--- config.mk ---
export PLATFORM = sky130hd
export DESIGN_NAME = llr_demap_flat
export DESIGN_NICKNAME = d
export VERILOG_FILES = /design/src/common/rx_pkg.sv /design/src/common/iq_stream_if.sv /design/src/hw/llr_demap.sv /design/src/flat_wrapper.sv
export SDC_FILE = /design/constraint.sdc
export NUM_CORES = 1
export LEC_CHECK = 0
export ABC_CLOCK_PERIOD_IN_PS = 800
export BUFFER_PORTS_ARGS = -buffer_cell sky130_fd_sc_hd__buf_2
export CORE_MARGIN = 2
export CORE_UTILIZATION = 34
export CTS_BUF_LIST = sky130_fd_sc_hd__clkbuf_8
export CTS_CLUSTER_SIZE = 25
export DETAILED_ROUTE_END_ITERATION = 7
export GPL_TIMING_DRIVEN = 0
export PLACE_DENSITY = 0.77
export SYNTH_ARGS = -nofsm -noshare
export SYNTH_HDL_FRONTEND = slang
export SYNTH_SLANG_ARGS = --single-unit
--- constraint.sdc ---
create_clock -name clk_i -period 0.8 [get_ports clk_i]
set_input_delay 0.04 -clock clk_i [delete_from_list [all_inputs] [get_ports clk_i]]
set_output_delay 0.04 -clock clk_i [all_outputs]
set_load 0.02 [all_outputs]
--- src/common/rx_pkg.sv ---
package rx_pkg;

    // sample and phase widths
    localparam int SAMPLE_DW = 16;
    localparam int PHASE_DW  = 16;

    // sine table, one full period
    localparam int TABLE_LEN   = 16;
    localparam int TABLE_AW    = $clog2(TABLE_LEN);
    localparam int TABLE_SHIFT = 14; // table amplitude is 2^14

    // cosine is sine advanced by a quarter period
    localparam logic [TABLE_AW-1:0] TABLE_QUARTER = TABLE_AW'(TABLE_LEN / 4);

    localparam logic signed [SAMPLE_DW-1:0] SIN_TABLE [TABLE_LEN] = '{
        16'sd0,
        16'sd6270,
        16'sd11585,
        16'sd15137,
        16'sd16384,
        16'sd15137,
        16'sd11585,
        16'sd6270,
        16'sd0,
        -16'sd6270,
        -16'sd11585,
        -16'sd15137,
        -16'sd16384,
        -16'sd15137,
        -16'sd11585,
        -16'sd6270
    };

    // cic, rate 2
    localparam int CIC_ORDER = 3;
    localparam int CIC_SHIFT = 3;                    // gain 2^3
    localparam int CIC_DW    = SAMPLE_DW + CIC_ORDER; // one bit growth per stage

    // sync sequence, bit 0 is the oldest sample
    localparam int                  SYNC_LEN    = 16;
    localparam int                  SYNC_CNT_DW = $clog2(SYNC_LEN + 1);
    localparam logic [SYNC_LEN-1:0] SYNC_SEQ    = 16'h35e4;
    localparam int                  CORR_DW     = 21;

    // frame layout
    localparam int SYMBOL_LEN        = 16;
    localparam int SAMP_CNT_DW       = $clog2(SYMBOL_LEN);
    localparam int SYMBOLS_PER_FRAME = 4;
    localparam int SYM_IDX_DW        = 2;

    // soft bits
    localparam int LLR_DW    = 8;
    localparam int LLR_SHIFT = 6;
    localparam logic signed [LLR_DW-1:0] LLR_MAX = {1'b0, {(LLR_DW - 1){1'b1}}};
    localparam logic signed [LLR_DW-1:0] LLR_MIN = {1'b1, {(LLR_DW - 1){1'b0}}};

endpackage

--- src/common/iq_stream_if.sv ---
interface iq_stream_if;

    logic signed [rx_pkg::SAMPLE_DW-1:0]  re;
    logic signed [rx_pkg::SAMPLE_DW-1:0]  im;
    logic                                 valid;   // one sample per high cycle, no ready
    logic        [rx_pkg::SYM_IDX_DW-1:0] sym_idx;
    logic                                 last;    // end of symbol

    modport src (
        output re, im, valid, sym_idx, last
    );

    modport snk (
        input re, im, valid, sym_idx, last
    );

endinterface

--- src/hw/llr_demap.sv ---
module llr_demap (
    input  logic                                 clk_i,
    input  logic                                 reset_ni,
    iq_stream_if.snk                             in,
    output logic signed [rx_pkg::LLR_DW-1:0]     llr_o,
    output logic        [rx_pkg::SYM_IDX_DW-1:0] llr_sym_idx_o,
    output logic                                 llr_last_o,
    output logic                                 llr_valid_o
);

    logic signed [rx_pkg::SAMPLE_DW-1:0] re_sh;
    logic signed [rx_pkg::LLR_DW-1:0]    llr_sat;

    assign re_sh = in.re >>> rx_pkg::LLR_SHIFT;

    // clip to the llr range
    always_comb begin
        if (re_sh > rx_pkg::LLR_MAX) begin
            llr_sat = rx_pkg::LLR_MAX;
        end else if (re_sh < rx_pkg::LLR_MIN) begin
            llr_sat = rx_pkg::LLR_MIN;
        end else begin
            llr_sat = re_sh[rx_pkg::LLR_DW-1:0];
        end
    end

    always_ff @(posedge clk_i) begin
        if (!reset_ni) begin
            llr_valid_o <= 1'b0;
            llr_last_o  <= 1'b0;
        end else begin
            llr_valid_o <= in.valid;
            llr_last_o  <= in.valid && in.last;
        end
    end

    always_ff @(posedge clk_i) begin
        if (in.valid) begin
            llr_o         <= llr_sat;
            llr_sym_idx_o <= in.sym_idx;
        end
    end

endmodule

--- src/flat_wrapper.sv ---
// flat-port wrapper written by rule: the top's interface ports become plain ports
module llr_demap_flat 
  (clk_i, reset_ni, llr_o, llr_sym_idx_o, llr_last_o, llr_valid_o, in_re, in_im, in_valid, in_sym_idx, in_last);
  iq_stream_if in_i ();
  input  logic clk_i;
  input  logic reset_ni;
  output logic signed [rx_pkg::LLR_DW-1:0] llr_o;
  output logic        [rx_pkg::SYM_IDX_DW-1:0] llr_sym_idx_o;
  output logic llr_last_o;
  output logic llr_valid_o;
  input wire logic [$bits(in_i.re)-1:0] in_re;
  input wire logic [$bits(in_i.im)-1:0] in_im;
  input wire logic [$bits(in_i.valid)-1:0] in_valid;
  input wire logic [$bits(in_i.sym_idx)-1:0] in_sym_idx;
  input wire logic [$bits(in_i.last)-1:0] in_last;
  assign in_i.re = in_re;
  assign in_i.im = in_im;
  assign in_i.valid = in_valid;
  assign in_i.sym_idx = in_sym_idx;
  assign in_i.last = in_last;
  llr_demap u_core (.clk_i(clk_i), .reset_ni(reset_ni), .in(in_i), .llr_o(llr_o), .llr_sym_idx_o(llr_sym_idx_o), .llr_last_o(llr_last_o), .llr_valid_o(llr_valid_o));
endmodule
==> metrics.txt <==
# TYPE chip_impl_metric gauge
chip_impl_info{name="worst_path_dominant_cell_family",value="flip-flops"} 1
chip_impl_info{name="type_of_the_most_critical_hold_path",value="input pin to flop"} 1
chip_impl_metric{name="grt_pass1_vias",unit=""} 239
chip_impl_metric{name="synth_seq_cells",unit=""} 12
chip_impl_metric{name="hold_viol_final",unit=""} 0
chip_impl_metric{name="switching_share",unit=""} 0.223
chip_impl_metric{name="number_of_antenna_violations_at_the_first_check_in_global_routing",unit=""} 0
chip_impl_info{name="synth.top_cells.by_area",value="sky130_fd_sc_hd__edfxtp_1 65%, sky130_fd_sc_hd__dfxtp_1 8.7%, sky130_fd_sc_hd__o21ai_1 6.5%"} 1
chip_impl_metric{name="number_of_nets_in_the_synthesized_netlist",unit=""} 69
chip_impl_metric{name="placement.cell_area",unit="sq um"} 613
chip_impl_metric{name="fp.coreArea",unit="sq mm"} 0.00128
chip_impl_metric{name="floorplan.rows",unit=""} 13
chip_impl_info{name="outcome",value="complete, but fails checks"} 1
chip_impl_metric{name="maximum_clock_path_buffer_count",unit=""} 2
chip_impl_metric{name="wl_per_cell",unit="um"} 10.3
chip_impl_metric{name="htree_num_levels",unit=""} 1
chip_impl_metric{name="layout_worst_path_cycle_share",unit=""} 1.01
chip_impl_metric{name="cellInternalPower",unit="mW"} 1.32
chip_impl_metric{name="syn_to_final_growth",unit="%"} 63.5
chip_impl_metric{name="die-area",unit="sq mm"} 0.00166
chip_impl_metric{name="die_y",unit="um"} 40.8
chip_impl_metric{name="vdd.ir_drop.worst",unit="uV"} 1070
chip_impl_metric{name="worstPathMaxFanout",unit=""} 1
chip_impl_metric{name="synth_top_area_frac",unit=""} 0.654
chip_impl_metric{name="timing.critical_path.arrival",unit="ns"} 0.77
chip_impl_info{name="worst_setup_path_startpoint",value="u_core.llr_o[6]"} 1
chip_impl_metric{name="timing.critical_path.buf_inv",unit=""} 1
chip_impl_metric{name="grtUsageTotal",unit=""} 0.0951
chip_impl_metric{name="dieWidth",unit="um"} 40.8
chip_impl_metric{name="initial_utilization",unit=""} 0.357
chip_impl_metric{name="nNetsFinal",unit=""} 103
chip_impl_metric{name="port-buffer-count",unit=""} 27
chip_impl_metric{name="drt_first_iter_violations",unit=""} 2
chip_impl_metric{name="p_leak",unit="nW"} 0.351
chip_impl_metric{name="power-per-cell-area",unit="mW/mm^2"} 2260
chip_impl_metric{name="grt_pass1_wl",unit="um"} 938
chip_impl_metric{name="postSynthAreaPerCell",unit="sq um"} 14.8
chip_impl_metric{name="power.sequential.fraction",unit=""} 0.449
chip_impl_metric{name="clk_transition_reported_paths",unit="ns"} 0.06
chip_impl_metric{name="max_freq",unit="MHz"} 1240
chip_impl_metric{name="netlist_instances",unit=""} 31
chip_impl_info{name="criticalPathCategory",value="flop to primary output"} 1
chip_impl_metric{name="finalPower",unit="mW"} 1.69
chip_impl_metric{name="post-route-worst-setup-slack",unit="ns"} -0.00777
chip_impl_metric{name="comb_power_share",unit=""} 0.164
chip_impl_metric{name="inserted_clock_buffers",unit=""} 3
chip_impl_metric{name="fraction_of_power_consumed_by_the_clock_network",unit=""} 0.387
chip_impl_metric{name="route.vias.total",unit=""} 334
chip_impl_metric{name="synthesis_warnings",unit=""} 0
chip_impl_metric{name="ant_nets",unit=""} 0
chip_impl_info{name="critical_path.slowest_cell",value="sky130_fd_sc_hd__edfxtp_1"} 1
chip_impl_info{name="min-delay-start",value="reset_ni"} 1
chip_impl_metric{name="finish.instance_area",unit="sq um"} 751
chip_impl_metric{name="layout-drive-gt1-share",unit=""} 0.531
chip_impl_metric{name="cp.required",unit="ns"} 0.76
chip_impl_metric{name="max-slew-margin-rel",unit=""} 0.838
chip_impl_metric{name="finalWorstPathRequiredPeriod",unit="ns"} 0.808
chip_impl_metric{name="drc",unit=""} 0
chip_impl_info{name="timing.critical_path.to_type",value="primary output"} 1
chip_impl_metric{name="avgViaCountPerCell",unit=""} 4.23
chip_impl_metric{name="cts_num_sinks",unit=""} 12
chip_impl_metric{name="postCtsSetupRepairBufs",unit=""} 0
chip_impl_metric{name="p_sw",unit="uW"} 377
chip_impl_metric{name="report.final.setup_viol",unit=""} 3
chip_impl_metric{name="report.final.slew_viol_count",unit=""} 0
chip_impl_metric{name="seq_area_frac_synth",unit=""} 0.741
chip_impl_info{name="worstSetupStartpointType",value="flop"} 1
chip_impl_metric{name="floorplan.io_pins",unit=""} 50
chip_impl_metric{name="first_pass_drt_iterations",unit=""} 2
chip_impl_info{name="rsz_0062_raised_after_global_routing",value="yes"} 1
chip_impl_metric{name="worst_pin_slew",unit="ns"} 0.243
chip_impl_info{name="failed_checks",value="negative setup slack"} 1
chip_impl_metric{name="place_worst_setup_slack",unit="ns"} 0.00755
chip_impl_metric{name="cpPeakStageDelay",unit="ns"} 0.38
chip_impl_info{name="cts_tree",value="done"} 1
chip_impl_info{name="cts_root_buf",value="sky130_fd_sc_hd__clkbuf_8"} 1
chip_impl_metric{name="finalWeightedCongestion",unit=""} 0.487
chip_impl_metric{name="synth_cell_types",unit=""} 10
chip_impl_metric{name="timing.max_cap.violations",unit=""} 0
chip_impl_metric{name="antenna_cells",unit=""} 0
chip_impl_metric{name="total_gr_overflow",unit=""} 0
chip_impl_metric{name="synth.cell_area",unit="sq um"} 459
chip_impl_info{name="path_cells",value="buf_6"} 1
chip_impl_metric{name="place_hpwl",unit="um"} 562
chip_impl_metric{name="maximum_number_of_pins_on_one_net_before_global_route_repair",unit=""} 13
chip_impl_metric{name="totalWireLength",unit="um"} 817
chip_impl_info{name="synth_top_area_cell",value="sky130_fd_sc_hd__edfxtp_1"} 1
-- Yosys cell counts --
cell / number
sky130_fd_sc_hd__edfxtp_1: 10
sky130_fd_sc_hd__inv_1: 7
sky130_fd_sc_hd__o21ai_1: 6
sky130_fd_sc_hd__dfxtp_1: 2
sky130_fd_sc_hd__a21boi_4: 1
sky130_fd_sc_hd__and2_1: 1
sky130_fd_sc_hd__and3_1: 1
sky130_fd_sc_hd__clkbuf_1: 1
sky130_fd_sc_hd__o21ai_2: 1
sky130_fd_sc_hd__o21bai_4: 1
-- through the flow --
| stage | utilization | hold slack, ns | cells | TNS (ns) |
|---|---|---|---|---|
| final | 0.584 | 0.0233 | 79 | -0.0178 |
| after global routing | 0.584 | 0.0266 | 79 | -0.253 |
| after CTS | 0.536 | 0.0206 | 79 | -0.0538 |
| after detailed placement | 0.477 | 0.222 | 73 | 0 |
| after global placement | 0.477 | 0.224 | 73 | 0 |
| after floorplan | - | 0.139 | 31 | 0 |
-- cell type report --
cell class,count,area [sq um]
multi-input cells,11,88.8
inverters,7,26.3
fillers,108,534
repair buffers,29,218
well taps,15,18.8
plain buffers,1,3.75
flip-flops and latches,12,340
clock buffers,4,55.1
-- flip-flops by register name (all words and copies together), names as in the netlist --
register and flops:
u_core.llr_valid_o 1, u_core.llr_last_o 1, u_core.llr_o 8, u_core.llr_sym_idx_o 2
-- per-layer routing --
layer | share of wire | global-route usage | vias up | wire length [um]
li1 | - | - | 173 | -
met1 | 0.36 | 0.0956 | 147 | 293
met2 | 0.59 | 0.159 | 12 | 478
met3 | 0.042 | 0.0326 | 2 | 34
met4 | 0.012 | 0.0750 | 0 | 10
met5 | 0 | 0 | - | 0
-- cell families after synthesis --
kind of cell | share of synthesized area
DFF | 0.741
and+or+nand+nor | 0.0273
AOI/OAI and AO/OA | 0.166
buffers and inverters | 0.0654
-- what timing repair did --
item,CTS,global route
gates cloned,0,0
endpoints found under the setup margin,6,10
hold buffers,2,0
resized for setup,0,20
endpoints found under the hold margin,2,0
-- power by group through the flow --
stage | combinational (mW) | sequential, mW | clock, mW
2_1_floorplan | 0.0459 | 0.832 | 0
3_3_place_gp | 0.216 | 0.758 | 0
3_5_place_dp | 0.220 | 0.761 | 0
4_1_cts | 0.228 | 0.749 | 0.665
5_1_grt | 0.301 | 0.764 | 0.701
6_report | 0.278 | 0.760 | 0.655
-- path summary, 6_finish.rpt --
path	endpoint	slack [ns]	cells after the start
worst max-delay path	llr_o[6]	-0.008	1
worst min-delay path	u_core.llr_valid_o	0.02	2
-- layout by cell type (no fill, tap or decap), drive strengths merged --
master,count
and3,1
and2,1
edfxtp,10
dfxtp,2
inv,7
dlygate4sd3,2
a21boi,1
o21bai,1
o21ai,7
clkbuf,5
buf,27
No activity file was read; power rests on OpenSTA's default activity.
