==> config.mk <==
export PLATFORM = sky130hd
export DESIGN_NAME = cfo_rotator_flat
export DESIGN_NICKNAME = d
export VERILOG_FILES = /design/src/common/rx_pkg.sv /design/src/common/iq_stream_if.sv /design/src/hw/cfo_rotator.sv /design/src/flat_wrapper.sv
export SDC_FILE = /design/constraint.sdc
export NUM_CORES = 2
export LEC_CHECK = 0
export ABC_AREA = 0
export BUFFER_PORTS_ARGS = -buffer_cell sky130_fd_sc_hd__buf_4
export CORE_ASPECT_RATIO = 0.6
export CORE_MARGIN = 10
export CORE_UTILIZATION = 61
export CTS_CLUSTER_SIZE = 12
export DETAILED_ROUTE_END_ITERATION = 8
export GPL_TIMING_DRIVEN = 1
export PLACE_DENSITY = 0.83
export SYNTH_ARGS = -nofsm -noshare
export SYNTH_HDL_FRONTEND = slang
export SYNTH_SLANG_ARGS = --single-unit
==> constraint.sdc <==
create_clock -name clk_i -period 7.73 [get_ports clk_i]
set_clock_uncertainty 0.15 [all_clocks]
set_input_delay 0.773 -clock clk_i [delete_from_list [all_inputs] [get_ports clk_i]]
set_output_delay 0.773 -clock clk_i [all_outputs]
set_load 0.005 [all_outputs]
==> src/common/rx_pkg.sv <==
package rx_pkg;

    // sample and phase widths
    localparam int SAMPLE_DW = 16;
    localparam int PHASE_DW  = 16;

    // sine table, one full period
    localparam int TABLE_LEN   = 16;
    localparam int TABLE_AW    = $clog2(TABLE_LEN);
    localparam int TABLE_SHIFT = 14; // table amplitude is 2^14

    // cosine is sine advanced by a quarter period
    localparam logic [TABLE_AW-1:0] TABLE_QUARTER = TABLE_AW'(TABLE_LEN / 4);

    localparam logic signed [SAMPLE_DW-1:0] SIN_TABLE [TABLE_LEN] = '{
        16'sd0,
        16'sd6270,
        16'sd11585,
        16'sd15137,
        16'sd16384,
        16'sd15137,
        16'sd11585,
        16'sd6270,
        16'sd0,
        -16'sd6270,
        -16'sd11585,
        -16'sd15137,
        -16'sd16384,
        -16'sd15137,
        -16'sd11585,
        -16'sd6270
    };

    // cic, rate 2
    localparam int CIC_ORDER = 3;
    localparam int CIC_SHIFT = 3;                    // gain 2^3
    localparam int CIC_DW    = SAMPLE_DW + CIC_ORDER; // one bit growth per stage

    // sync sequence, bit 0 is the oldest sample
    localparam int                  SYNC_LEN    = 16;
    localparam int                  SYNC_CNT_DW = $clog2(SYNC_LEN + 1);
    localparam logic [SYNC_LEN-1:0] SYNC_SEQ    = 16'h35e4;
    localparam int                  CORR_DW     = 21;

    // frame layout
    localparam int SYMBOL_LEN        = 16;
    localparam int SAMP_CNT_DW       = $clog2(SYMBOL_LEN);
    localparam int SYMBOLS_PER_FRAME = 4;
    localparam int SYM_IDX_DW        = 2;

    // soft bits
    localparam int LLR_DW    = 8;
    localparam int LLR_SHIFT = 6;
    localparam logic signed [LLR_DW-1:0] LLR_MAX = {1'b0, {(LLR_DW - 1){1'b1}}};
    localparam logic signed [LLR_DW-1:0] LLR_MIN = {1'b1, {(LLR_DW - 1){1'b0}}};

endpackage

==> src/common/iq_stream_if.sv <==
interface iq_stream_if;

    logic signed [rx_pkg::SAMPLE_DW-1:0]  re;
    logic signed [rx_pkg::SAMPLE_DW-1:0]  im;
    logic                                 valid;   // one sample per high cycle, no ready
    logic        [rx_pkg::SYM_IDX_DW-1:0] sym_idx;
    logic                                 last;    // end of symbol

    modport src (
        output re, im, valid, sym_idx, last
    );

    modport snk (
        input re, im, valid, sym_idx, last
    );

endinterface

==> src/hw/cfo_rotator.sv <==
module cfo_rotator (
    input  logic                                clk_i,
    input  logic                                reset_ni,
    input  logic signed [rx_pkg::SAMPLE_DW-1:0] in_re_i,
    input  logic signed [rx_pkg::SAMPLE_DW-1:0] in_im_i,
    input  logic                                in_valid_i,
    input  logic        [rx_pkg::PHASE_DW-1:0]  cfo_inc_i,
    iq_stream_if.src                            out
);

    logic [rx_pkg::PHASE_DW-1:0] phase_q;
    logic [rx_pkg::TABLE_AW-1:0] sin_idx;
    logic [rx_pkg::TABLE_AW-1:0] cos_idx;

    // stage one
    logic signed [rx_pkg::SAMPLE_DW-1:0] s1_re_q;
    logic signed [rx_pkg::SAMPLE_DW-1:0] s1_im_q;
    logic signed [rx_pkg::SAMPLE_DW-1:0] s1_sin_q;
    logic signed [rx_pkg::SAMPLE_DW-1:0] s1_cos_q;
    logic                                s1_valid_q;

    // full precision products
    logic signed [2*rx_pkg::SAMPLE_DW:0] mul_re;
    logic signed [2*rx_pkg::SAMPLE_DW:0] mul_im;
    logic signed [2*rx_pkg::SAMPLE_DW:0] mul_re_sh;
    logic signed [2*rx_pkg::SAMPLE_DW:0] mul_im_sh;

    assign sin_idx = phase_q[rx_pkg::PHASE_DW-1 -: rx_pkg::TABLE_AW];
    assign cos_idx = sin_idx + rx_pkg::TABLE_QUARTER; // wraps mod table length

    always_ff @(posedge clk_i) begin
        if (!reset_ni) begin
            phase_q    <= '0;
            s1_valid_q <= 1'b0;
        end else begin
            s1_valid_q <= in_valid_i;
            if (in_valid_i) begin
                phase_q <= phase_q + cfo_inc_i; // sample uses the old phase
            end
        end
    end

    always_ff @(posedge clk_i) begin
        if (in_valid_i) begin
            s1_re_q  <= in_re_i;
            s1_im_q  <= in_im_i;
            s1_sin_q <= rx_pkg::SIN_TABLE[sin_idx];
            s1_cos_q <= rx_pkg::SIN_TABLE[cos_idx];
        end
    end

    // (re + j im) * (cos + j sin)
    assign mul_re    = s1_re_q * s1_cos_q - s1_im_q * s1_sin_q;
    assign mul_im    = s1_re_q * s1_sin_q + s1_im_q * s1_cos_q;
    assign mul_re_sh = mul_re >>> rx_pkg::TABLE_SHIFT;
    assign mul_im_sh = mul_im >>> rx_pkg::TABLE_SHIFT;

    always_ff @(posedge clk_i) begin
        if (!reset_ni) begin
            out.valid <= 1'b0;
        end else begin
            out.valid <= s1_valid_q;
        end
    end

    always_ff @(posedge clk_i) begin
        if (s1_valid_q) begin
            out.re <= mul_re_sh[rx_pkg::SAMPLE_DW-1:0];
            out.im <= mul_im_sh[rx_pkg::SAMPLE_DW-1:0];
        end
    end

    assign out.sym_idx = '0;
    assign out.last    = 1'b0;

endmodule

==> src/flat_wrapper.sv <==
// flat-port wrapper written by rule: the top's interface ports become plain ports
module cfo_rotator_flat 
  (clk_i, reset_ni, in_re_i, in_im_i, in_valid_i, cfo_inc_i, out_re, out_im, out_valid, out_sym_idx, out_last);
  iq_stream_if out_i ();
  input  logic clk_i;
  input  logic reset_ni;
  input  logic signed [rx_pkg::SAMPLE_DW-1:0] in_re_i;
  input  logic signed [rx_pkg::SAMPLE_DW-1:0] in_im_i;
  input  logic in_valid_i;
  input  logic        [rx_pkg::PHASE_DW-1:0] cfo_inc_i;
  output wire logic [$bits(out_i.re)-1:0] out_re;
  output wire logic [$bits(out_i.im)-1:0] out_im;
  output wire logic [$bits(out_i.valid)-1:0] out_valid;
  output wire logic [$bits(out_i.sym_idx)-1:0] out_sym_idx;
  output wire logic [$bits(out_i.last)-1:0] out_last;
  assign out_re = out_i.re;
  assign out_im = out_i.im;
  assign out_valid = out_i.valid;
  assign out_sym_idx = out_i.sym_idx;
  assign out_last = out_i.last;
  cfo_rotator u_core (.clk_i(clk_i), .reset_ni(reset_ni), .in_re_i(in_re_i), .in_im_i(in_im_i), .in_valid_i(in_valid_i), .cfo_inc_i(cfo_inc_i), .out(out_i));
endmodule
==> results summary <==
At the pin with the least slew margin, the transition time is approximately 1.0 ns. The sink count of the clock tree is 106. In this run the worst hold path is classified as flip-flop to flip-flop. The DRC violation count after routing is 0. The final critical-path required period came out at 7.563 ns. The number of buffers added by the clock tree synthesis step is 9. The count of state elements after synthesis is about 110. The number of levels the H-tree was split into came out at 3.

The first TritonRoute pass finished after 8 iterations. The setup-violating endpoint count in the final report came out at 0. Max-cap violations in this run came to 0. The number of rows in the core area came out at 72. The per-cell routed wire length is about 22 µm. The clock root buffer master is sky130_fd_sc_hd__clkbuf_16. The fraction of registers with async set or reset after synthesis is 0%. The initial core utilization is between 60 and 70%. The filler cell count came out at roughly 4800. The nature of the critical path endpoint is a flip-flop. The placeable core region came out at 64860 µm². The CTS tree is built. The area enclosed by the die boundary is 77030 µm².

The maximum frequency from static timing analysis came out at between 100 and 150 MHz. The final count of pins violating max slew came out at 0. Entering global routing, the biggest net connects 48 pins. The Yosys step of the flow raised 0 warnings. The fraction of layout cells with a size suffix above 1 is slightly above 9%. The proportion of netlist area held by the largest area contributor came out at between 50% and 60%. Yosys attributes the largest share of cell area to sky130_fd_sc_hd__fa_1 53%, sky130_fd_sc_hd__inv_1 12%, sky130_fd_sc_hd__ha_1 9.6%, sky130_fd_sc_hd__edfxtp_1 6.6%, sky130_fd_sc_hd__and2_1 5.7%. The library cell used most frequently in the layout, excluding fill and tap cells, is sky130_fd_sc_hd__inv_1. Summed over all layers, the global routing overflow is 0.

The quantity of hold-fixing buffers added after cts is 0. The flow ran to the end, and the final reports show no timing, DRC or antenna violations. Setup slack on the worst reg-to-reg path comes out at 0.17 ns. The number of buffers on the longest clock path came out at 2.

Yosys mapped the design onto 54 distinct sky130hd cell types. Once detail routing completed, the nets flagged for antenna violations numbered 0. The floorplan die width is 351.7 µm. The synthesized design contains between 80 and 90 enable-type register cells.

For the worst setup path, the data required time is around 7.7 ns. The final weighted congestion of routability-driven global placement came out at about 0.97. The net count reported at finish came out at around 5700. The final hold violation count came out at 0. The most used flip-flop cell after synthesis is sky130_fd_sc_hd__edfxtp_1. The clock latency reported for the late side of the worst-skew pair came out at about 0.43 ns. From bottom edge to top edge, the die measures around 220 µm.

The estimated wirelength of the detail-placed design came out at approximately 93000 µm. The mean post-synth cell area is 9.892 µm². After synthesis, flip-flops and latches occupy under 10% of the total area. The initial antenna violation count was 6. The number of vias per cell is approximately 5.5. For this design the top-level I/O count stands at between 80 and 90. The wire length of the first global-routing pass came out at between 150000 and 200000 µm. Global routing used approximately 30% of the available tracks across all layers. The synthesized netlist cell count is approximately 4100. In the layout the commonest cells are 1268 x sky130_fd_sc_hd__inv_1, 1067 x sky130_fd_sc_hd__fa_1, 373 x sky130_fd_sc_hd__nand2_1, 358 x sky130_fd_sc_hd__and2_1, 305 x sky130_fd_sc_hd__ha_1.

By startpoint and endpoint, the worst setup path is classified as flip-flop to flip-flop. The quantity of I/O buffers inserted on ports is 83. The cell area that synthesis handed to floorplanning was approximately 40000 µm².

The largest driver fanout on the critical path is 8. The number of global-route vias before repair came out at just over 30000. The final-layout setup total negative slack is 0 ns.

The normalized max-slew margin is 30.71%. The cell type with the largest total area after synthesis is sky130_fd_sc_hd__fa_1. STA classifies the critical path startpoint as a flip-flop. The final period utilization came out at 97.84%. The detailed router finished its first iteration with between 2000 and 3000 violations. STA puts the critical path data arrival time at ~7.6 ns. After clock tree synthesis, the clock-pin slew on the worst setup and hold paths is roughly 0.1 ns. The final layout contains routed wiring with a total length of between 100000 and 150000 µm.

The area overhead of the layout relative to synthesis is 9.492%. Across all layers, the routed design uses ~28000 vias.
## state kept, by name, indices dropped and copies added (netlist names)
signal,count
u_core.out.im,16
u_core.out.re,16
u_core.phase_q,16
u_core.s1_im_q,16
u_core.s1_re_q,16
u_core.s1_cos_q,12
u_core.s1_sin_q,12
u_core.out.valid,1
u_core.s1_valid_q,1
## kinds of logic after synthesis
logic type / Yosys count / share of synthesized area, %
buffers and inverters: 1420 / 13.26
xor gates and xnor gates: 111 / 2.414
muxes: 16 / 0.4661
and+or+nand+nor: 908 / 11.29
AOI/OAI and AO/OA: 127 / 2.138
other: 1 / 0.009312
adders and majority gates: 1382 / 62.96
DFF: 106 / 7.457
## what timing repair did
action | CTS | global route
endpoints found under the setup margin | 5 | 14
pin swaps | 0 | 28
gates resized for setup | 3 | 51
buffers inserted | 2 | 52
cloned | 0 | 3
## Yosys cell counts (all sizes together) (2+ instances only)
cell type	number
xor2	23
a31oi	11
mux2i	12
clkbuf	143
nor2	67
nand4	2
and3	7
and4	3
a21oi	34
nand2	380
buf	6
o21bai	4
mux2	2
xnor2	88
nand2b	39
nand3	13
a21o	15
nor2b	4
o211ai	3
a211o	8
ha	308
edfxtp	88
or3	5
mux4	2
nor3	16
inv	1271
o31ai	5
o21a	7
fa	1074
and2	364
o21ai	26
nand4b	2
a211oi	5
nand3b	3
dfxtp	18
## layout make-up
cell class                 instances  area (µm²)  share of cell area (%)
clock buffer                       9       225.2                  0.5108
sequential                       106        3004                   6.813
clock inverter                     7       88.84                  0.2015
multi-input combinational       2547       32110                   72.82
tap                              851        1065                   2.415
timing repair buffer             312        2821                   6.399
inverter                        1271        4771                   10.82
antenna                            3       7.507                 0.01703
## critical path: stages, from the launching register on
cell and delay (ns):
sky130_fd_sc_hd__edfxtp_1 0.49, sky130_fd_sc_hd__buf_12 0.20, sky130_fd_sc_hd__buf_4 0.17, sky130_fd_sc_hd__and2_1 0.20, sky130_fd_sc_hd__fa_1 0.54, sky130_fd_sc_hd__fa_1 0.56
sky130_fd_sc_hd__inv_1 0.06, sky130_fd_sc_hd__fa_1 0.48, sky130_fd_sc_hd__fa_1 0.59, sky130_fd_sc_hd__fa_1 0.46, sky130_fd_sc_hd__fa_1 0.46, sky130_fd_sc_hd__fa_1 0.51
sky130_fd_sc_hd__inv_1 0.07, sky130_fd_sc_hd__fa_1 0.47, sky130_fd_sc_hd__inv_1 0.04, sky130_fd_sc_hd__ha_1 0.30, sky130_fd_sc_hd__a21oi_2 0.14, sky130_fd_sc_hd__o21ai_2 0.08
sky130_fd_sc_hd__a211o_1 0.29, sky130_fd_sc_hd__o21bai_2 0.23, sky130_fd_sc_hd__a21oi_4 0.13, sky130_fd_sc_hd__or3_1 0.39, sky130_fd_sc_hd__a31oi_1 0.17, sky130_fd_sc_hd__xnor2_1 0.09
## layer usage
| metal | vias up | track usage, % | wire length, µm |
|---|---|---|---|
| li1 | 11860 | - | - |
| met1 | 14170 | 41.24 | 43920 |
| met2 | 1626 | 43.07 | 47750 |
| met3 | 244 | 11.45 | 16330 |
| met4 | 6 | 8.862 | 3069 |
| met5 | - | 1.020 | 134 |
## final timing paths
check                                 start                             end  cells past startpoint
max            u_core.s1_sin_q[4]$_DFFE_PP_     u_core.out.re[14]$_DFFE_PP_                     23
min reg2reg  u_core.phase_q[4]$_SDFFE_PN0P_  u_core.phase_q[4]$_SDFFE_PN0P_                      2
min          u_core.phase_q[4]$_SDFFE_PN0P_  u_core.phase_q[4]$_SDFFE_PN0P_                      2
max reg2reg    u_core.s1_sin_q[4]$_DFFE_PP_     u_core.out.re[14]$_DFFE_PP_                     23
## per-stage QoR
stage               hold WS [ns]  setup slack [ns]  cells  utilization, %  area [µm²]
global placement          0.3121           -0.1186   5031           66.34       43030
finish                    0.3342            0.1670   5106           67.98       44090
global route              0.3541          -0.03500   5104           67.97       44090
floorplan                 0.2998            0.1605   4073               -       40280
detailed placement        0.3155           -0.2604   5031           66.34       43030
CTS                       0.3296          0.009572   5049           66.87       43370
Power is not shown: default switching activity piles up to over one toggle a cycle in this logic, so the estimate is an artifact.
