### src/common/rx_pkg.sv
package rx_pkg;

    // sample and phase widths
    localparam int SAMPLE_DW = 16;
    localparam int PHASE_DW  = 16;

    // sine table, one full period
    localparam int TABLE_LEN   = 16;
    localparam int TABLE_AW    = $clog2(TABLE_LEN);
    localparam int TABLE_SHIFT = 14; // table amplitude is 2^14

    // cosine is sine advanced by a quarter period
    localparam logic [TABLE_AW-1:0] TABLE_QUARTER = TABLE_AW'(TABLE_LEN / 4);

    localparam logic signed [SAMPLE_DW-1:0] SIN_TABLE [TABLE_LEN] = '{
        16'sd0,
        16'sd6270,
        16'sd11585,
        16'sd15137,
        16'sd16384,
        16'sd15137,
        16'sd11585,
        16'sd6270,
        16'sd0,
        -16'sd6270,
        -16'sd11585,
        -16'sd15137,
        -16'sd16384,
        -16'sd15137,
        -16'sd11585,
        -16'sd6270
    };

    // cic, rate 2
    localparam int CIC_ORDER = 3;
    localparam int CIC_SHIFT = 3;                    // gain 2^3
    localparam int CIC_DW    = SAMPLE_DW + CIC_ORDER; // one bit growth per stage

    // sync sequence, bit 0 is the oldest sample
    localparam int                  SYNC_LEN    = 16;
    localparam int                  SYNC_CNT_DW = $clog2(SYNC_LEN + 1);
    localparam logic [SYNC_LEN-1:0] SYNC_SEQ    = 16'h35e4;
    localparam int                  CORR_DW     = 21;

    // frame layout
    localparam int SYMBOL_LEN        = 16;
    localparam int SAMP_CNT_DW       = $clog2(SYMBOL_LEN);
    localparam int SYMBOLS_PER_FRAME = 4;
    localparam int SYM_IDX_DW        = 2;

    // soft bits
    localparam int LLR_DW    = 8;
    localparam int LLR_SHIFT = 6;
    localparam logic signed [LLR_DW-1:0] LLR_MAX = {1'b0, {(LLR_DW - 1){1'b1}}};
    localparam logic signed [LLR_DW-1:0] LLR_MIN = {1'b1, {(LLR_DW - 1){1'b0}}};

endpackage

### src/common/iq_stream_if.sv
interface iq_stream_if;

    logic signed [rx_pkg::SAMPLE_DW-1:0]  re;
    logic signed [rx_pkg::SAMPLE_DW-1:0]  im;
    logic                                 valid;   // one sample per high cycle, no ready
    logic        [rx_pkg::SYM_IDX_DW-1:0] sym_idx;
    logic                                 last;    // end of symbol

    modport src (
        output re, im, valid, sym_idx, last
    );

    modport snk (
        input re, im, valid, sym_idx, last
    );

endinterface

### src/sync/sync_correlator.sv
module sync_correlator (
    input  logic                              clk_i,
    input  logic                              reset_ni,
    iq_stream_if.snk                          in,
    input  logic signed [rx_pkg::CORR_DW-1:0] threshold_i,
    output logic signed [rx_pkg::CORR_DW-1:0] corr_o,
    output logic                              corr_valid_o,
    output logic                              peak_o
);

    // window, index 0 is the oldest sample
    logic signed [rx_pkg::SAMPLE_DW-1:0] win_q   [rx_pkg::SYNC_LEN];
    logic signed [rx_pkg::SAMPLE_DW-1:0] win_nxt [rx_pkg::SYNC_LEN];
    logic signed [rx_pkg::CORR_DW-1:0]   corr_sum;
    logic        [rx_pkg::SYNC_CNT_DW-1:0] fill_q;
    logic                                window_full;

    // window including the incoming sample
    always_comb begin
        for (int k = 0; k < rx_pkg::SYNC_LEN - 1; k++) begin
            win_nxt[k] = win_q[k+1];
        end
        win_nxt[rx_pkg::SYNC_LEN-1] = in.re;
    end

    // sign correlation against the known sequence
    always_comb begin
        corr_sum = '0;
        for (int k = 0; k < rx_pkg::SYNC_LEN; k++) begin
            if (rx_pkg::SYNC_SEQ[k]) begin
                corr_sum = corr_sum + win_nxt[k];
            end else begin
                corr_sum = corr_sum - win_nxt[k];
            end
        end
    end

    always_ff @(posedge clk_i) begin
        if (!reset_ni) begin
            win_q        <= '{default: '0};
            fill_q       <= '0;
            corr_valid_o <= 1'b0;
        end else begin
            corr_valid_o <= in.valid;
            if (in.valid) begin
                win_q <= win_nxt;
                if (fill_q != rx_pkg::SYNC_CNT_DW'(rx_pkg::SYNC_LEN)) begin
                    fill_q <= fill_q + 1'b1; // saturates once full
                end
            end
        end
    end

    always_ff @(posedge clk_i) begin
        if (in.valid) begin
            corr_o <= corr_sum;
        end
    end

    // fill_q reaches SYNC_LEN together with the value for the 16th sample
    assign window_full = (fill_q == rx_pkg::SYNC_CNT_DW'(rx_pkg::SYNC_LEN));

    assign peak_o = corr_valid_o && window_full && (corr_o >= threshold_i);

endmodule

### src/flat_wrapper.sv
// flat-port wrapper written by rule: the top's interface ports become plain ports
module sync_correlator_flat 
  (clk_i, reset_ni, threshold_i, corr_o, corr_valid_o, peak_o, in_re, in_im, in_valid, in_sym_idx, in_last);
  iq_stream_if in_i ();
  input  logic clk_i;
  input  logic reset_ni;
  input  logic signed [rx_pkg::CORR_DW-1:0] threshold_i;
  output logic signed [rx_pkg::CORR_DW-1:0] corr_o;
  output logic corr_valid_o;
  output logic peak_o;
  input wire logic [$bits(in_i.re)-1:0] in_re;
  input wire logic [$bits(in_i.im)-1:0] in_im;
  input wire logic [$bits(in_i.valid)-1:0] in_valid;
  input wire logic [$bits(in_i.sym_idx)-1:0] in_sym_idx;
  input wire logic [$bits(in_i.last)-1:0] in_last;
  assign in_i.re = in_re;
  assign in_i.im = in_im;
  assign in_i.valid = in_valid;
  assign in_i.sym_idx = in_sym_idx;
  assign in_i.last = in_last;
  sync_correlator u_core (.clk_i(clk_i), .reset_ni(reset_ni), .in(in_i), .threshold_i(threshold_i), .corr_o(corr_o), .corr_valid_o(corr_valid_o), .peak_o(peak_o));
endmodule
### config.mk
export PLATFORM = sky130hd
export DESIGN_NAME = sync_correlator_flat
export DESIGN_NICKNAME = d
export VERILOG_FILES = /design/src/common/rx_pkg.sv /design/src/common/iq_stream_if.sv /design/src/sync/sync_correlator.sv /design/src/flat_wrapper.sv
export SDC_FILE = /design/constraint.sdc
export NUM_CORES = 1
export LEC_CHECK = 0
export BUFFER_PORTS_ARGS = -buffer_cell sky130_fd_sc_hd__buf_2
export CAP_MARGIN = 15
export CORE_UTILIZATION = 30
export CTS_BUF_LIST = sky130_fd_sc_hd__clkbuf_4
export DETAILED_ROUTE_END_ITERATION = 10
export PLACE_DENSITY = 0.46
export SETUP_SLACK_MARGIN = 0.1
export SLEW_MARGIN = 20
export SYNTH_ARGS = -nofsm -noshare
export SYNTH_HDL_FRONTEND = slang
export SYNTH_SLANG_ARGS = --single-unit
### constraint.sdc
create_clock -name clk_i -period 11.7 [get_ports clk_i]
set_clock_uncertainty 0.1 [all_clocks]
set_input_delay 0 -clock clk_i [delete_from_list [all_inputs] [get_ports clk_i]]
set_output_delay 0 -clock clk_i [all_outputs]
set_load 0.05 [all_outputs]
==> results.tsv, run 1 <==
stage	metric	value	unit
clocking	worst-skew pair later-pin latency	0.82	ns
clocking	Hold Buf Count CTS	47	
sta	final critical-path required period	7.61	ns
power_and_ir_drop	power density over the cells	147	nW/µm²
worst_setup_path	Worst Setup End Kind	register	
synthesis	most numerous cell in the Yosys netlist	inv_1	
sta	TNS Setup	0	ns
placement	detailed placement HPWL	26600	µm
floorplanning	core area	58100	µm²
synthesis	post-synthesis sequential area ratio	0.312	
final_layout	non-filler cells, final	2605	
clocking	cts bufs inserted	83	
synthesis	number of synthesized flops with an enable pin	21	
final_layout	Post-layout nets	2134	
placement	placed inst area	18900	µm²
worst_setup_path	RR Endpoint	u_core.corr_o[20]	
worst_setup_path	Critical-path top delay cell	fa_1	
final_layout	Final Cell Area	20500	µm²
clocking	Clock transition at path regs	0.06	ns
global_routing	global-route wire length before repair	61400	µm
synthesis	Post-synth ARST share	0	
hold_path	Hold WC Path Type	input pin to register	
worst_setup_path	CP Launch Type	register	
worst_setup_path	CP arrival	8.13	ns
worst_setup_path	Req. time, crit path	12.23	ns
worst_setup_path	Crit path top cell by count	fa_1	
drt	final wirelength	36500	µm
sta	final hold viol count	0	
global_routing	initial antenna violation count	2	
synthesis	Synth top area share	0.276	
final_layout	Area growth syn-to-layout	14.8	%
sta	FMAX	0.131	GHz
clocking	post-CTS resize count	0	
placement	number of instances in the placed design	2401	
drt	detailed-route wire length per cell	14.0	µm
synthesis	Avg Synthesized Cell Area	10.9	µm²
floorplanning	Initial Utilization	0.306	
floorplanning	Die X	246	µm
floorplanning	Row Count	88	
synthesis	Synth Instances	1632	
worst_setup_path	RR Startpoint	u_core.win_nxt[225]	
floorplanning	die area	60400	µm²
worst_setup_path	Critical Path Start	u_core.win_nxt[225]	
synthesis	post-synth top area cell	dfxtp_1	
drt	DRC	0	
run_status	outcome	finished, final reports clean	
synthesis	Netlist cell types	49	
clocking	H-tree depth	3	
synthesis	total nets after synthesis	1998	
synthesis	synthesized flop and latch total	267	
drt	initial DRC count	352	
drt	Routed Antenna Nets	0	
worst_setup_path	crit-path max cell delay	0.57	ns
sta	relative slew slack	0.340	
floorplanning	Die Y	246	µm
worst_setup_path	R2R cell count	25	
sta	Max Slew Vio Count	0	
clocking	clk root buf	clkbuf_4	
drt	vias post-DR	10999	
synthesis	Post-Syn Area	17800	µm²
synthesis	Yosys warning total	0	
sta	final setup fails	0	
sta	Final period util	0.650	
clocking	clock buffer depth	3	
global_routing	vias in the first global route	11832	
power_and_ir_drop	P_leak	9.08	nW
worst_setup_path	critical path type	register to register	
synthesis	synth cell count leaders	inv_1, dfxtp_1, nor2b_1, mux2i_1, fa_1	
worst_setup_path	Critical Path End	u_core.corr_o[20]	
global_routing	GRT overflow	0	
clocking	clock sink total	267	
worst_setup_path	flop-to-flop setup slack	4.09	ns
sta	unrepaired setup endpoints after global routing	no	
synthesis	Synth area leaders	dfxtp_1, fa_1, mux2i_1, nor2b_1, inv_1	
clocking	post-CTS setup buffer count	0	
sta	Least-Margin Pin Slew	0.990	ns
power_and_ir_drop	Peak VDD IR	0.146	mV
clocking	CTS tree	done	
job	Max Cap Viol	0	
placement	input/output buffers	62	
drt	Vias/cell	4.22	
placement	GPL Wtd Cong	0.809	
floorplanning	# IOs	82	
synthesis	prevailing post-synth register cell	dfxtp_1	
worst_setup_path	CP max FO	7	
global_routing	largest net degree at the start of global routing	136	
final_layout	share of cells above drive strength 1	0.111	
drt	DRT Pass-1 Iters	4	
global_routing	GRT Total Usage	0.128	
## logic make-up (layout without fill, tap and decap cells)
| logic type | Yosys count | count (layout) | share of synthesized area |
|---|---|---|---|
| buffers and inverters | 335 | 538 | 0.0727 |
| xor gates and xnor gates | 36 | 36 | 0.0177 |
| other | 0 | 5 | 0 |
| and+or+nand+nor | 338 | 338 | 0.111 |
| adders and majority gates | 307 | 307 | 0.311 |
| DFF | 267 | 267 | 0.312 |
| AOI/OAI and AO/OA | 108 | 108 | 0.0400 |
| muxes | 241 | 241 | 0.135 |
## per-stage QoR
stage,util,setup WS [ns],hold slack [ns],power [mW]
4_1_cts,0.352,4.02,0.144,3.08
5_1_grt,0.352,3.57,0.174,3.24
3_3_place_gp,0.324,4.11,0.204,2.05
2_1_floorplan,-,4.83,0.0125,1.78
6_report,0.352,4.09,0.233,3.01
3_5_place_dp,0.324,4.05,0.211,2.06
## worst max-delay path, delay by kind of cell (launching register included)
family | cells | cell delay, ns
fa+ha+maj | 10 | 4.35
compound gates | 9 | 1.86
simple gates | 3 | 0.63
flops | 1 | 0.32
buf+inv | 3 | 0.19
## how the worst min path moves through the flow
stage / slack (ns) / cells past startpoint / endpoint / startpoint
floorplan: 0.01 / 0 / u_core.corr_o[0] / in_valid
global placement: 0.20 / 3 / u_core.win_nxt[27] / in_re[11]
detailed placement: 0.21 / 3 / u_core.win_nxt[17] / in_re[1]
CTS: 0.14 / 3 / u_core.win_nxt[37] / reset_ni
global route: 0.17 / 3 / u_core.win_nxt[37] / reset_ni
finish: 0.23 / 3 / u_core.win_nxt[38] / reset_ni
## power breakdown
group          total (mW)  switching, mW  internal [mW]
Sequential           1.04         0.0409          0.997
Clock               0.971          0.438          0.533
Combinational       0.999          0.609          0.390
Total                3.01           1.09           1.92
## layout by cell type (no fill, tap or decap), types with 21 or more instances in the layout
cell	instances
a21oi_1	30
fa_1	227
nand2_1	25
dlygate4sd3_1	47
mux2i_1	241
dfxtp_1	246
edfxtp_1	21
buf_2	60
inv_1	273
xnor2_1	25
nor2_1	24
nor2b_1	242
ha_1	80
clkbuf_4	125
## per-layer routing
layer | vias to the layer above | wire, µm | track usage
met5 | - | 0 | 0
met4 | 0 | 847 | 0.0486
met3 | 68 | 1390 | 0.0295
met2 | 156 | 17100 | 0.209
met1 | 5254 | 17100 | 0.165
li1 | 5521 | - | -
## registers in the layout, indices dropped and copies added (netlist names)
register and cells:
u_core.win_nxt 240, u_core.corr_o 21, u_core.fill_q 5, u_core.corr_valid_o 1
## layout make-up
type / instances / area [µm²]
Sequential cell: 267 / 5560
Antenna cell: 5 / 12.5
Clock inverter: 27 / 171
Fill cell: 5888 / 37700
Multi-Input combinational cell: 1030 / 11000
Clock buffer: 125 / 938
Timing Repair Buffer: 113 / 835
Tap cell: 765 / 957
Inverter: 273 / 1020
(Power assumes the default switching activity.)
==> run 2, diff against run 1 <==
==> constraint.sdc (replaced) <==
create_clock -name clk_i -period 7.1 [get_ports clk_i]
set_clock_uncertainty 0.1 [all_clocks]
set_input_delay 0 -clock clk_i [delete_from_list [all_inputs] [get_ports clk_i]]
set_output_delay 0 -clock clk_i [all_outputs]
set_load 0.05 [all_outputs]
==> run 2 against run 1 <==
Compared with the run above: global-route usage increased by 0.29 points; sequential power increased by 65%; sequential share of layout area decreased by 0.88 points; die area unchanged; hold slack improved by 0.036 ns; via count increased by 2.3%; critical path type unchanged.
==> results.tsv, run 2 (synthesized netlist as in run 1, its figures left out) <==
stage	metric	value	unit
hold_path	hold path cells	3	
floorplanning	Die X	246	µm
clocking	Clock transition at path regs	0.06	ns
worst_setup_path	CP max FO	4	
floorplanning	die area	60400	µm²
final_layout	max FFs per register	240	
clocking	CTS tree	done	
worst_setup_path	critical path type	register to register	
placement	input/output buffers	62	
sta	final hold viol count	0	
drt	Routed Antenna Nets	0	
worst_setup_path	Req. time, crit path	7.52	ns
power_and_ir_drop	power density over the cells	244	nW/µm²
drt	final wirelength	37600	µm
placement	GPL Wtd Cong	0.796	
final_layout	Post-layout nets	2186	
worst_setup_path	CP Launch Type	register	
sta	Least-Margin Pin Slew	1.02	ns
hold_path	Hold WC Path Type	input pin to register	
sta	Max Slew Vio Count	0	
worst_setup_path	crit-path max cell delay	0.57	ns
global_routing	GRT Total Usage	0.131	
floorplanning	Die Y	246	µm
sta	final setup fails	0	
clocking	clk root buf	clkbuf_4	
final_layout	Layout Utilization	0.364	
floorplanning	core area	58100	µm²
sta	final critical-path required period	6.87	ns
clocking	clock buffer depth	3	
placement	detailed placement HPWL	27600	µm
sta	unrepaired setup endpoints after global routing	yes	
power_and_ir_drop	Int Pwr	3.27	mW
worst_setup_path	Crit path top cell by count	fa_1	
power_and_ir_drop	Flop pwr share	0.332	
drt	Vias/cell	4.27	
worst_setup_path	CP arrival	7.29	ns
power_and_ir_drop	combinational share of power	0.376	
final_layout	Area growth syn-to-layout	18.8	%
floorplanning	Row Count	88	
final_layout	most frequent cells in the layout	inv_1, mux2i_1, nor2b_1	
final_layout	share of cells above drive strength 1	0.170	
placement	number of instances in the placed design	2445	
global_routing	global-route wire length before repair	62500	µm
power_and_ir_drop	NetSw	1.89	mW
worst_setup_path	Critical-path top delay cell	fa_1	
floorplanning	# IOs	82	
clocking	worst-skew pair later-pin latency	0.81	ns
power_and_ir_drop	sw frac	0.366	
sta	relative slew slack	0.323	
power_and_ir_drop	P_leak	9.35	nW
final_layout	most common cell after layout, fill and taps aside	inv_1	
sta	FMAX	0.146	GHz
worst_setup_path	R2R cell count	27	
job	Max Cap Viol	0	
clocking	H-tree depth	3	
global_routing	initial antenna violation count	2	
drt	initial DRC count	418	
clocking	cts bufs inserted	83	
final_layout	non-filler cells, final	2638	
power_and_ir_drop	clock power share	0.291	
run_status	outcome	finished, final reports clean	
power_and_ir_drop	Peak VDD IR	0.170	mV
worst_setup_path	Worst Setup End Kind	register	
global_routing	GRT overflow	0	
drt	vias post-DR	11256	
drt	detailed-route wire length per cell	14.2	µm
sta	Final period util	0.968	
clocking	clock sink total	267	
final_layout	Filler cells	5848	
global_routing	largest net degree at the start of global routing	136	
global_routing	vias in the first global route	12079	
drt	DRT Pass-1 Iters	4	
floorplanning	Initial Utilization	0.306	
drt	DRC	0	
## run 2: area by class of cell
class                   count  area (µm²)  share of cell area
well taps                 765         957              0.0452
repair buffers            165        1250              0.0589
flip-flops and latches    267        5560               0.263
clock buffers             119         893              0.0422
multi-input cells        1030       11400               0.537
inverters                 273        1030              0.0485
clock inverters            16         104             0.00490
diodes                      3        7.51            0.000355
## run 2: worst max-delay path: cells and delay by family (launching register included)
kind / cells / cell delay, ns
compound gates: 7 / 1.12
fa+ha+maj: 10 / 4.15
buf+inv: 7 / 0.51
flops: 1 / 0.33
simple gates: 3 / 0.39
## run 2: path summary, 6_finish.rpt
| kind | from | end | slack [ns] |
|---|---|---|---|
| setup / recovery | u_core.win_nxt[225] | u_core.corr_o[20] | 0.23 |
| hold / removal | reset_ni | u_core.win_nxt[55] | 0.27 |
| setup reg to reg | u_core.win_nxt[225] | u_core.corr_o[20] | 0.23 |
| hold reg to reg | u_core.win_nxt[170] | u_core.win_nxt[186] | 0.40 |
## run 2: timing repair
item	4_1_cts	5_1_grt
setup endpoints to repair	6	14
hold buffers	48	0
setup buffers	1	6
pin swaps	6	45
gates resized for setup	14	74
endpoints found under the hold margin	205	0
## run 2: layer usage
layer | share of wire | up-vias | GRT usage
li1 | - | 5609 | -
met1 | 0.47 | 5417 | 0.171
met2 | 0.47 | 155 | 0.213
met3 | 0.038 | 75 | 0.0303
met4 | 0.022 | 0 | 0.0462
met5 | 0 | - | 0
## run 2: power by group through the flow
| stage | Clock [mW] | Combinational, mW | Sequential (mW) |
|---|---|---|---|
| floorplan | 0 | 1.03 | 1.91 |
| global placement | 0 | 1.76 | 1.75 |
| detailed placement | 0 | 1.76 | 1.75 |
| CTS | 1.59 | 1.83 | 1.72 |
| global route | 1.67 | 2.16 | 1.72 |
| finish | 1.50 | 1.94 | 1.72 |
## run 2: through the flow
stage,TNS (ns),cell area (µm²),power [mW],worst slack [ns],hold slack (ns)
finish,0,21200,5.16,0.228,0.269
CTS,0,20800,5.14,0.0464,0.203
global placement,-0.153,19200,3.51,-0.0803,0.205
global route,-0.111,21200,5.55,-0.111,0.254
detailed placement,-0.108,19200,3.52,-0.0398,0.213
floorplan,0,17800,2.94,0.227,0.0125
